==> src/hdl/fp32_fmt_pkg.sv <==
`default_nettype none

// input number format, ieee single precision
package fp32_fmt_pkg;

  // elements per block
  localparam int block_size_lp = 32;

  // full word width
  localparam int fp_width_lp = 32;

  // biased exponent field
  localparam int exp_width_lp = 8;

  // fraction field, hidden bit not stored
  localparam int frac_width_lp = 23;

  // one input word, seen raw or split into fields
  // raw view at the ports, field view inside decode
  typedef union packed {
    logic [fp_width_lp-1:0] raw;
    struct packed {
      logic                     sign;
      logic [exp_width_lp-1:0]  exp;
      logic [frac_width_lp-1:0] frac;
    } fields;
  } fp32_word_u;

endpackage

`default_nettype wire

==> src/hdl/bfp_code_pkg.sv <==
`default_nettype none

// output code format of the block quantizer
package bfp_code_pkg;

  // hidden bit plus top 4 fraction bits
  localparam int mag_width_lp = 5;

  // sign on top of the magnitude
  localparam int code_width_lp = mag_width_lp + 1;

  // alignment shift, saturates at mag_width_lp
  // so it must be able to hold that value itself
  localparam int shift_width_lp = $clog2(mag_width_lp + 1);

  // in_valid_i to out_valid_o, one cycle per stage
  localparam int latency_lp = 3;

endpackage

`default_nettype wire

==> src/hdl/bfp_exp_decode.sv <==
`timescale 1ns/10ps
`default_nettype none

// stage 1: field split and shared exponent search
module bfp_exp_decode
  import fp32_fmt_pkg::*, bfp_code_pkg::*;
(
  input  logic                    clk,
  input  logic                    reset_i,
  input  logic                    in_valid_i,
  input  fp32_word_u              block_i [block_size_lp],
  output logic                    valid_o,
  output logic                    sign_o [block_size_lp],
  output logic [exp_width_lp-1:0] exp_o [block_size_lp],
  output logic [mag_width_lp-1:0] sig_o [block_size_lp],
  output logic [exp_width_lp-1:0] max_exp_o
);

  // one comparator node of the tree
  function automatic logic [exp_width_lp-1:0] exp_max(
    input logic [exp_width_lp-1:0] a,
    input logic [exp_width_lp-1:0] b
  );
    exp_max = (a >= b) ? a : b;
  endfunction

  // tree levels, leaves first
  logic [exp_width_lp-1:0] lvl0 [block_size_lp];
  logic [exp_width_lp-1:0] lvl1 [block_size_lp/2];
  logic [exp_width_lp-1:0] lvl2 [block_size_lp/4];
  logic [exp_width_lp-1:0] lvl3 [block_size_lp/8];
  logic [exp_width_lp-1:0] lvl4 [block_size_lp/16];
  logic [exp_width_lp-1:0] max_exp;

  // leading significand bits per element
  logic [mag_width_lp-1:0] sig [block_size_lp];

  // field view of each word
  always_comb begin
    for (int i = 0; i < block_size_lp; i++) begin
      lvl0[i] = block_i[i].fields.exp;
      // hidden bit only for normal numbers
      sig[i]  = {|block_i[i].fields.exp,
                 block_i[i].fields.frac[frac_width_lp-1 -: mag_width_lp-1]};
    end
  end

  // level 1, neighbouring words paired
  // 16 nodes
  for (genvar k = 0; k < block_size_lp/2; k++) begin : g_lvl1
    assign lvl1[k] = exp_max(lvl0[2*k], lvl0[2*k+1]);
  end

  // level 2
  // 8 nodes
  for (genvar k = 0; k < block_size_lp/4; k++) begin : g_lvl2
    assign lvl2[k] = exp_max(lvl1[2*k], lvl1[2*k+1]);
  end

  // level 3
  // 4 nodes
  for (genvar k = 0; k < block_size_lp/8; k++) begin : g_lvl3
    assign lvl3[k] = exp_max(lvl2[2*k], lvl2[2*k+1]);
  end

  // level 4
  // 2 nodes
  for (genvar k = 0; k < block_size_lp/16; k++) begin : g_lvl4
    assign lvl4[k] = exp_max(lvl3[2*k], lvl3[2*k+1]);
  end

  // root of the tree
  // 31 nodes in total
  assign max_exp = exp_max(lvl4[0], lvl4[1]);

  // stage valid
  always_ff @(posedge clk) begin
    if (reset_i) begin
      valid_o <= 1'b0;
    end else begin
      valid_o <= in_valid_i;
    end
  end

  // stage payload
  always_ff @(posedge clk) begin
    max_exp_o <= max_exp;
    for (int i = 0; i < block_size_lp; i++) begin
      sign_o[i] <= block_i[i].fields.sign;
      // raw exponent kept, execute needs it for the flush
      exp_o[i]  <= lvl0[i];
      sig_o[i]  <= sig[i];
    end
  end

endmodule

`default_nettype wire

==> src/hdl/bfp_align_execute.sv <==
`timescale 1ns/10ps
`default_nettype none

// stage 2: align each element to the shared exponent
module bfp_align_execute
  import fp32_fmt_pkg::*, bfp_code_pkg::*;
(
  input  logic                    clk,
  input  logic                    reset_i,
  input  logic                    valid_i,
  input  logic                    sign_i [block_size_lp],
  input  logic [exp_width_lp-1:0] exp_i [block_size_lp],
  input  logic [mag_width_lp-1:0] sig_i [block_size_lp],
  input  logic [exp_width_lp-1:0] max_exp_i,
  output logic                    valid_o,
  output logic                    sign_o [block_size_lp],
  output logic [mag_width_lp-1:0] mag_o [block_size_lp],
  output logic [exp_width_lp-1:0] shared_exp_o
);

  // distance from the block maximum
  // never negative, max_exp_i is the largest of exp_i
  logic [exp_width_lp-1:0]   diff [block_size_lp];

  // saturated shift amount
  logic [shift_width_lp-1:0] shamt [block_size_lp];

  // aligned magnitude, truncated
  logic [mag_width_lp-1:0]   mag [block_size_lp];

  always_comb begin
    for (int i = 0; i < block_size_lp; i++) begin
      diff[i] = max_exp_i - exp_i[i];

      // anything at or past the magnitude width shifts out fully
      if (diff[i] >= exp_width_lp'(mag_width_lp)) begin
        shamt[i] = shift_width_lp'(mag_width_lp);
      end else begin
        shamt[i] = diff[i][shift_width_lp-1:0];
      end

      // zero and subnormals flushed
      // also covers an all-zero block where diff is 0
      if (exp_i[i] == '0) begin
        mag[i] = '0;
      end else begin
        mag[i] = sig_i[i] >> shamt[i];
      end
    end
  end

  // stage valid
  always_ff @(posedge clk) begin
    if (reset_i) begin
      valid_o <= 1'b0;
    end else begin
      valid_o <= valid_i;
    end
  end

  // stage payload
  // signs and shared exponent ride along unchanged
  always_ff @(posedge clk) begin
    shared_exp_o <= max_exp_i;
    for (int i = 0; i < block_size_lp; i++) begin
      sign_o[i] <= sign_i[i];
      mag_o[i]  <= mag[i];
    end
  end

endmodule

`default_nettype wire

==> src/hdl/bfp_code_result.sv <==
`timescale 1ns/10ps
`default_nettype none

// stage 3: code packing and output registers
module bfp_code_result
  import fp32_fmt_pkg::*, bfp_code_pkg::*;
(
  input  logic                     clk,
  input  logic                     reset_i,
  input  logic                     valid_i,
  input  logic                     sign_i [block_size_lp],
  input  logic [mag_width_lp-1:0]  mag_i [block_size_lp],
  input  logic [exp_width_lp-1:0]  shared_exp_i,
  output logic                     out_valid_o,
  output logic [exp_width_lp-1:0]  shared_exp_o,
  output logic [code_width_lp-1:0] codes_o [block_size_lp]
);

  // sign on top, magnitude below
  logic [code_width_lp-1:0] code [block_size_lp];

  always_comb begin
    for (int i = 0; i < block_size_lp; i++) begin
      code[i] = {sign_i[i], mag_i[i]};
    end
  end

  // outputs hold between blocks
  // zero after reset until the first block lands
  always_ff @(posedge clk) begin
    if (reset_i) begin
      out_valid_o  <= 1'b0;
      shared_exp_o <= '0;
      for (int i = 0; i < block_size_lp; i++) begin
        codes_o[i] <= '0;
      end
    end else begin
      out_valid_o <= valid_i;
      // load only on a live block
      if (valid_i) begin
        shared_exp_o <= shared_exp_i;
        for (int i = 0; i < block_size_lp; i++) begin
          codes_o[i] <= code[i];
        end
      end
    end
  end

endmodule

`default_nettype wire

==> src/hdl/bfp_quant_top.sv <==
`timescale 1ns/10ps
`default_nettype none

// block floating point quantizer, three stage pipeline
module bfp_quant_top
  import fp32_fmt_pkg::*, bfp_code_pkg::*;
(
  input  logic                     clk,
  input  logic                     reset_i,
  input  logic                     in_valid_i,
  input  logic [fp_width_lp-1:0]   block_i [block_size_lp],
  output logic                     out_valid_o,
  output logic [exp_width_lp-1:0]  shared_exp_o,
  output logic [code_width_lp-1:0] codes_o [block_size_lp]
);

  // raw words into the union
  fp32_word_u word [block_size_lp];

  // decode to execute
  logic                    dec_valid;
  logic                    dec_sign [block_size_lp];
  logic [exp_width_lp-1:0] dec_exp [block_size_lp];
  logic [mag_width_lp-1:0] dec_sig [block_size_lp];
  logic [exp_width_lp-1:0] dec_max_exp;

  // execute to result
  logic                    exe_valid;
  logic                    exe_sign [block_size_lp];
  logic [mag_width_lp-1:0] exe_mag [block_size_lp];
  logic [exp_width_lp-1:0] exe_shared_exp;

  for (genvar i = 0; i < block_size_lp; i++) begin : g_word
    assign word[i].raw = block_i[i];
  end

  bfp_exp_decode u_decode (
    .clk        (clk),
    .reset_i    (reset_i),
    .in_valid_i (in_valid_i),
    .block_i    (word),
    .valid_o    (dec_valid),
    .sign_o     (dec_sign),
    .exp_o      (dec_exp),
    .sig_o      (dec_sig),
    .max_exp_o  (dec_max_exp)
  );

  bfp_align_execute u_execute (
    .clk          (clk),
    .reset_i      (reset_i),
    .valid_i      (dec_valid),
    .sign_i       (dec_sign),
    .exp_i        (dec_exp),
    .sig_i        (dec_sig),
    .max_exp_i    (dec_max_exp),
    .valid_o      (exe_valid),
    .sign_o       (exe_sign),
    .mag_o        (exe_mag),
    .shared_exp_o (exe_shared_exp)
  );

  bfp_code_result u_result (
    .clk          (clk),
    .reset_i      (reset_i),
    .valid_i      (exe_valid),
    .sign_i       (exe_sign),
    .mag_i        (exe_mag),
    .shared_exp_i (exe_shared_exp),
    .out_valid_o  (out_valid_o),
    .shared_exp_o (shared_exp_o),
    .codes_o      (codes_o)
  );

endmodule

`default_nettype wire

==> config.mk <==
export PLATFORM = sky130hd
export DESIGN_NAME = bfp_quant_top
export DESIGN_NICKNAME = d
export VERILOG_FILES = /design/src/hdl/fp32_fmt_pkg.sv /design/src/hdl/bfp_code_pkg.sv /design/src/hdl/bfp_exp_decode.sv /design/src/hdl/bfp_align_execute.sv /design/src/hdl/bfp_code_result.sv /design/src/hdl/bfp_quant_top.sv
export SDC_FILE = /design/constraint.sdc
export NUM_CORES = 2
export LEC_CHECK = 0
export BUFFER_PORTS_ARGS = -buffer_cell sky130_fd_sc_hd__buf_2
export CAP_MARGIN = 20
export CORE_AREA = 3 3 476 478
export DETAILED_ROUTE_END_ITERATION = 8
export DIE_AREA = 0 0 479 481
export GPL_TIMING_DRIVEN = 0
export SYNTH_ARGS = -nofsm -noshare
export SYNTH_HDL_FRONTEND = slang
export SYNTH_HIERARCHICAL = 1
export SYNTH_SLANG_ARGS = --single-unit
==> constraint.sdc <==
create_clock -name clk -period 12.1 [get_ports clk]
set_input_delay 1.815 -clock clk [delete_from_list [all_inputs] [get_ports clk]]
set_output_delay 1.815 -clock clk [all_outputs]
set_load 0.1 [all_outputs]
==> metrics.md <==
| Metric | Value |
|---|---|
| Standard-cell rows | approximately 170 |
| Area Overhead vs Synth | 23.13% |
| Largest family of logic cells by synthesized area | simple AND/OR/NAND/NOR gates |
| TritonCTS buffer count | 98 |
| Design area | between 0.05 and 0.06 mm^2 |
| R2r setup slk | between 7 and 8 ns |
| Crit Path Category | in2reg |
| Gr usage total | 0.1477 |
| Seq/Total Area, Yosys | 0.3699 |
| Sink Count | 859 |
| Critical Path Max Stage Delay | 0.67 ns |
| Synth Cell Area | 0.04649 mm^2 |
| FF-to-FF Start | u_decode/max_exp_o[1]$_DFF_P_ |
| Post-synth net total | roughly 6600 |
| Adder-cell area share of the yosys netlist | 0.1394 |
| DR iter-0 viols | between 2000 and 2500 |
| Clock Tree Root | clkbuf_16 |
| Synth Instances | 5026 |
| Max-Cap Viols | 0 |
| Worst setup path end | u_decode/max_exp_o[7]$_DFF_P_ |
| Worst-case clock skew | around 0.066 ns |
| Netlist cell types | 108 |
| Slew Limit Fails | 0 |
| Hold-fix buffers, CTS | 0 |
| Critical-path top delay cell | mux2i_1 |
| Worst-Margin Slew | 0.9755 ns |
| Asr flop ratio synth | 0 |
| Logic pwr share | 0.506 |
| Met2 usage | 0.2394 |
| EDFF count, synth | 0 |
| Min Tclk post-route | about 11 ns |
| Final setup viols | 0 |
| Final std cells w/o fill | 8857 |
| Cell Pwr Density | 229.3 mW/mm^2 |
| Met3 GRT Util | 0.03497 |
| Relative slew slack | 0.3453 |
| Detailed-route DRC error count | 0 |
| Num ports | 1228 |
| Type of the worst min-delay path | reg2reg |
| Fmax | 87.89 MHz |
| Antenna-violating nets left | 0 |
| P_int | 0.007577 W |
| Pre-CTS WS | -0.3568 ns |
| Initial Utilization | 0.2091 |
| Post-synthesis xor/xnor area fraction | 0.02229 |
| Worst path required time | about 13 ns |
| Simple-gate area share of the yosys netlist | 0.1542 |
| GP Congestion | just under 0.9 |
| Net Sw Frac | 0.4228 |
| IO buf count | 619 |
| Core box area | 0.2223 mm^2 |
| Final layout net count | 7278 |
| Main area contributors after synthesis | dfxtp_1, ha_1, mux2i_1 |
| CP Max Fanout | 10 |
| Reg power frac | 0.245 |
| Primary FF master, synth | dfxtp_1 |
| Cell mode on critical path | a21oi_1 |
| Most area-hungry cell type in the Yosys netlist | dfxtp_1 |
| Pre-Repair DR Iteration Count | 5 |
| Max VDD drop | 0.2050 mV |
| RR Endpoint | u_execute/mag_o[72]$_SDFF_PP0_ |
| Final-report hold violation count | 0 |
| Clock latency on the worst-skew pair | 0.74 ns |
| Mux contribution to synthesized area | 0.1100 |
| CP Capture Type | flop |
| Worst-path clk slew | 0.07 ns |
| CTS tree | done |
| Drt total wl | 176.9 mm |
| Setup_tns | 0 ns |
| Synth Warn # | 6 |
| H-tree depth | 3 |
| Yosys top cell area share | 0.3699 |
| #FFs+latches synth | 859 |
| Initial antenna violation count | 60 |
| M1 GR Usage | 0.1824 |
| Critical path arrival | between 10 and 15 ns |
| Placed cell area | 0.05353 mm^2 |
| Total of fill cells in the finished design | 23710 |
| Post-route setup slack | approximately 0.72 ns |
| RSZ-0062 raised after global routing | false |
| Vias | 39640 |
| Dpl hpwl | 142.2 mm |
| First-pass GRT wire length | 253.2 mm |
| Routed vias/inst | 4.476 |
| Max clock buf depth | 3 |
| Die area | 0.2304 mm^2 |
| Status | finished, final reports clean |
| GR peak layer | met2 |
| CP startpoint | block_i[1015] |
| Worst setup SP type | input port |
| GR Overflow Total | 0 |
| Largest net degree at the start of global routing | 28 |
| Final period util | 0.9403 |
| Switching power | 0.005551 W |
| Overall die width | 479 um |
| LEAKAGE | around 26 nW |
| Share of layout cells above drive strength 1 | 0.1708 |
| Clock power frac | 0.248 |
| WL/cell | roughly 20 um |
| Synth Area in Compound Gates | 0.1435 |
| FF-to-FF path depth | 12 |
| Die Span Y | 481 um |
| Vias in the first global route | 39200 |
| Avg Inst Size Synth | approximately 9.2 um^2 |
| # placed instances | 8628 |
## state kept, by name, summed over array words and instances, names as in the netlist, 8 cells and up
register,flops
u_decode/max_exp_o,8
u_result/shared_exp_o,8
u_decode/sig_o,160
u_decode/exp_o,256
u_decode/sign_o,32
u_execute/mag_o,160
u_execute/shared_exp_o,8
u_execute/sign_o,32
u_result/codes_o,192
## kinds of logic after synthesis
family	count (synthesis)
xor+xnor	114
mux	493
simple gates	1434
buf+inv	643
compound gates	984
flops	859
fa+ha+maj	499
## layer usage
layer / wire length, um / vias to the layer above / share of wire
met5: 87 / - / 0.00049
met4: 8567 / 14 / 0.048
met3: 11860 / 305 / 0.067
met2: 79850 / 1214 / 0.45
met1: 76580 / 18770 / 0.43
li1: - / 19350 / -
## worst min-delay path by stage
stage,startpoint,endpoint,slack [ns],depth (start not counted)
floorplan,u_decode/sign_o[0]$_DFF_P_,u_execute/sign_o[0]$_DFF_P_,0.31,0
global placement,u_decode/sign_o[7]$_DFF_P_,u_execute/sign_o[7]$_DFF_P_,0.31,0
detailed placement,u_decode/sign_o[15]$_DFF_P_,u_execute/sign_o[15]$_DFF_P_,0.31,0
CTS,u_decode/sign_o[4]$_DFF_P_,u_execute/sign_o[4]$_DFF_P_,0.31,0
global route,u_decode/sign_o[4]$_DFF_P_,u_execute/sign_o[4]$_DFF_P_,0.33,0
finish,u_decode/sign_o[15]$_DFF_P_,u_execute/sign_o[15]$_DFF_P_,0.33,0
## final cells by class
cell class	instances	area [um^2]	share of cell area
diodes	44	110.1	0.001924
plain buffers	121	863.3	0.01508
clock buffers	126	2698	0.04713
clock inverters	59	899.6	0.01572
inverters	522	1962	0.03427
multi-input cells	3524	26480	0.4626
flip-flops and latches	859	17220	0.3008
well taps	2975	3722	0.06503
repair buffers	627	3288	0.05744
## power by group through the flow
stage | combinational, W | clock (W) | sequential [W]
6_report | 0.00665 | 0.00326 | 0.00322
5_1_grt | 0.00741 | 0.00346 | 0.00324
4_1_cts | 0.00662 | 0.00337 | 0.00323
3_5_place_dp | 0.00657 | 0 | 0.00329
3_3_place_gp | 0.00611 | 0 | 0.00347
2_1_floorplan | 0.00468 | 0 | 0.00326
## timing repair
| item | in CTS | in global routing |
|---|---|---|
| gates resized for setup | 0 | 4 |
| endpoints found under the setup margin | 0 | 7 |
| buffers inserted | 0 | 0 |
## worst max-delay path: cells and delay by family
kind | cells | cell delay, ns
adders and majority gates | 5 | 1.49
AOI/OAI and AO/OA | 24 | 4.61
buffers and inverters | 4 | 0.55
and+or+nand+nor | 12 | 1.45
muxes | 4 | 1.99
## cell usage after synthesis, types with 13 or more instances
master     count
o221ai_1      18
nand4_1       19
ha_1         466
mux2i_1      430
nand2_1      226
xor2_1        46
a211o_1       25
o21a_1        63
nand2b_1     103
o211ai_1      27
nand3b_1      14
nor3_1        86
a31oi_1       33
nor2b_1       93
or3_1         13
and3_1        23
a2111oi_0     15
or4_1         17
inv_1        522
o22ai_1       20
and2_1        33
nor4_1       140
o31ai_1       17
a211oi_1      54
nor3b_1       16
buf_12        22
clkbuf_1      74
a22oi_1       15
nor2_1       514
mux2_2        52
a21oi_1      275
fa_1          32
a21o_1        76
xnor2_1       63
buf_2         14
dfxtp_1      859
nand3_1       73
o21ai_0      160
o2111ai_1     15
## stage by stage
stage	util	hold slack, ns	power (W)
after floorplan	-	0.3096	0.007942
after global placement	0.2398	0.3105	0.009578
after detailed placement	0.2408	0.3121	0.009863
after CTS	0.2570	0.3064	0.01321
after global routing	0.2573	0.3275	0.01411
final	0.2575	0.3263	0.01313
## cell usage in the layout, fill, tap and decap left out, types with 18 or more instances in the layout
cell,netlist,routed
mux2_2,52,52
buf_2,14,633
nand2_1,226,226
inv_1,522,520
nand4_1,19,19
o22ai_1,20,20
diode_2,0,44
buf_12,22,26
ha_1,466,466
nor3_1,86,86
clkbuf_1,74,86
o21a_1,63,63
mux2i_1,430,430
a211oi_1,54,54
a21o_1,76,76
xor2_1,46,46
xnor2_1,63,63
o211ai_1,27,27
nand2b_1,103,103
nand3_1,73,73
a21oi_1,275,273
dfxtp_1,859,853
o221ai_1,18,18
o21ai_0,160,160
a211o_1,25,25
nor4_1,140,140
clkbuf_16,0,98
a31oi_1,33,33
nor2_1,514,514
and2_1,33,33
fa_1,32,32
nor2b_1,93,93
and3_1,23,23
(Power assumes the default switching activity.)
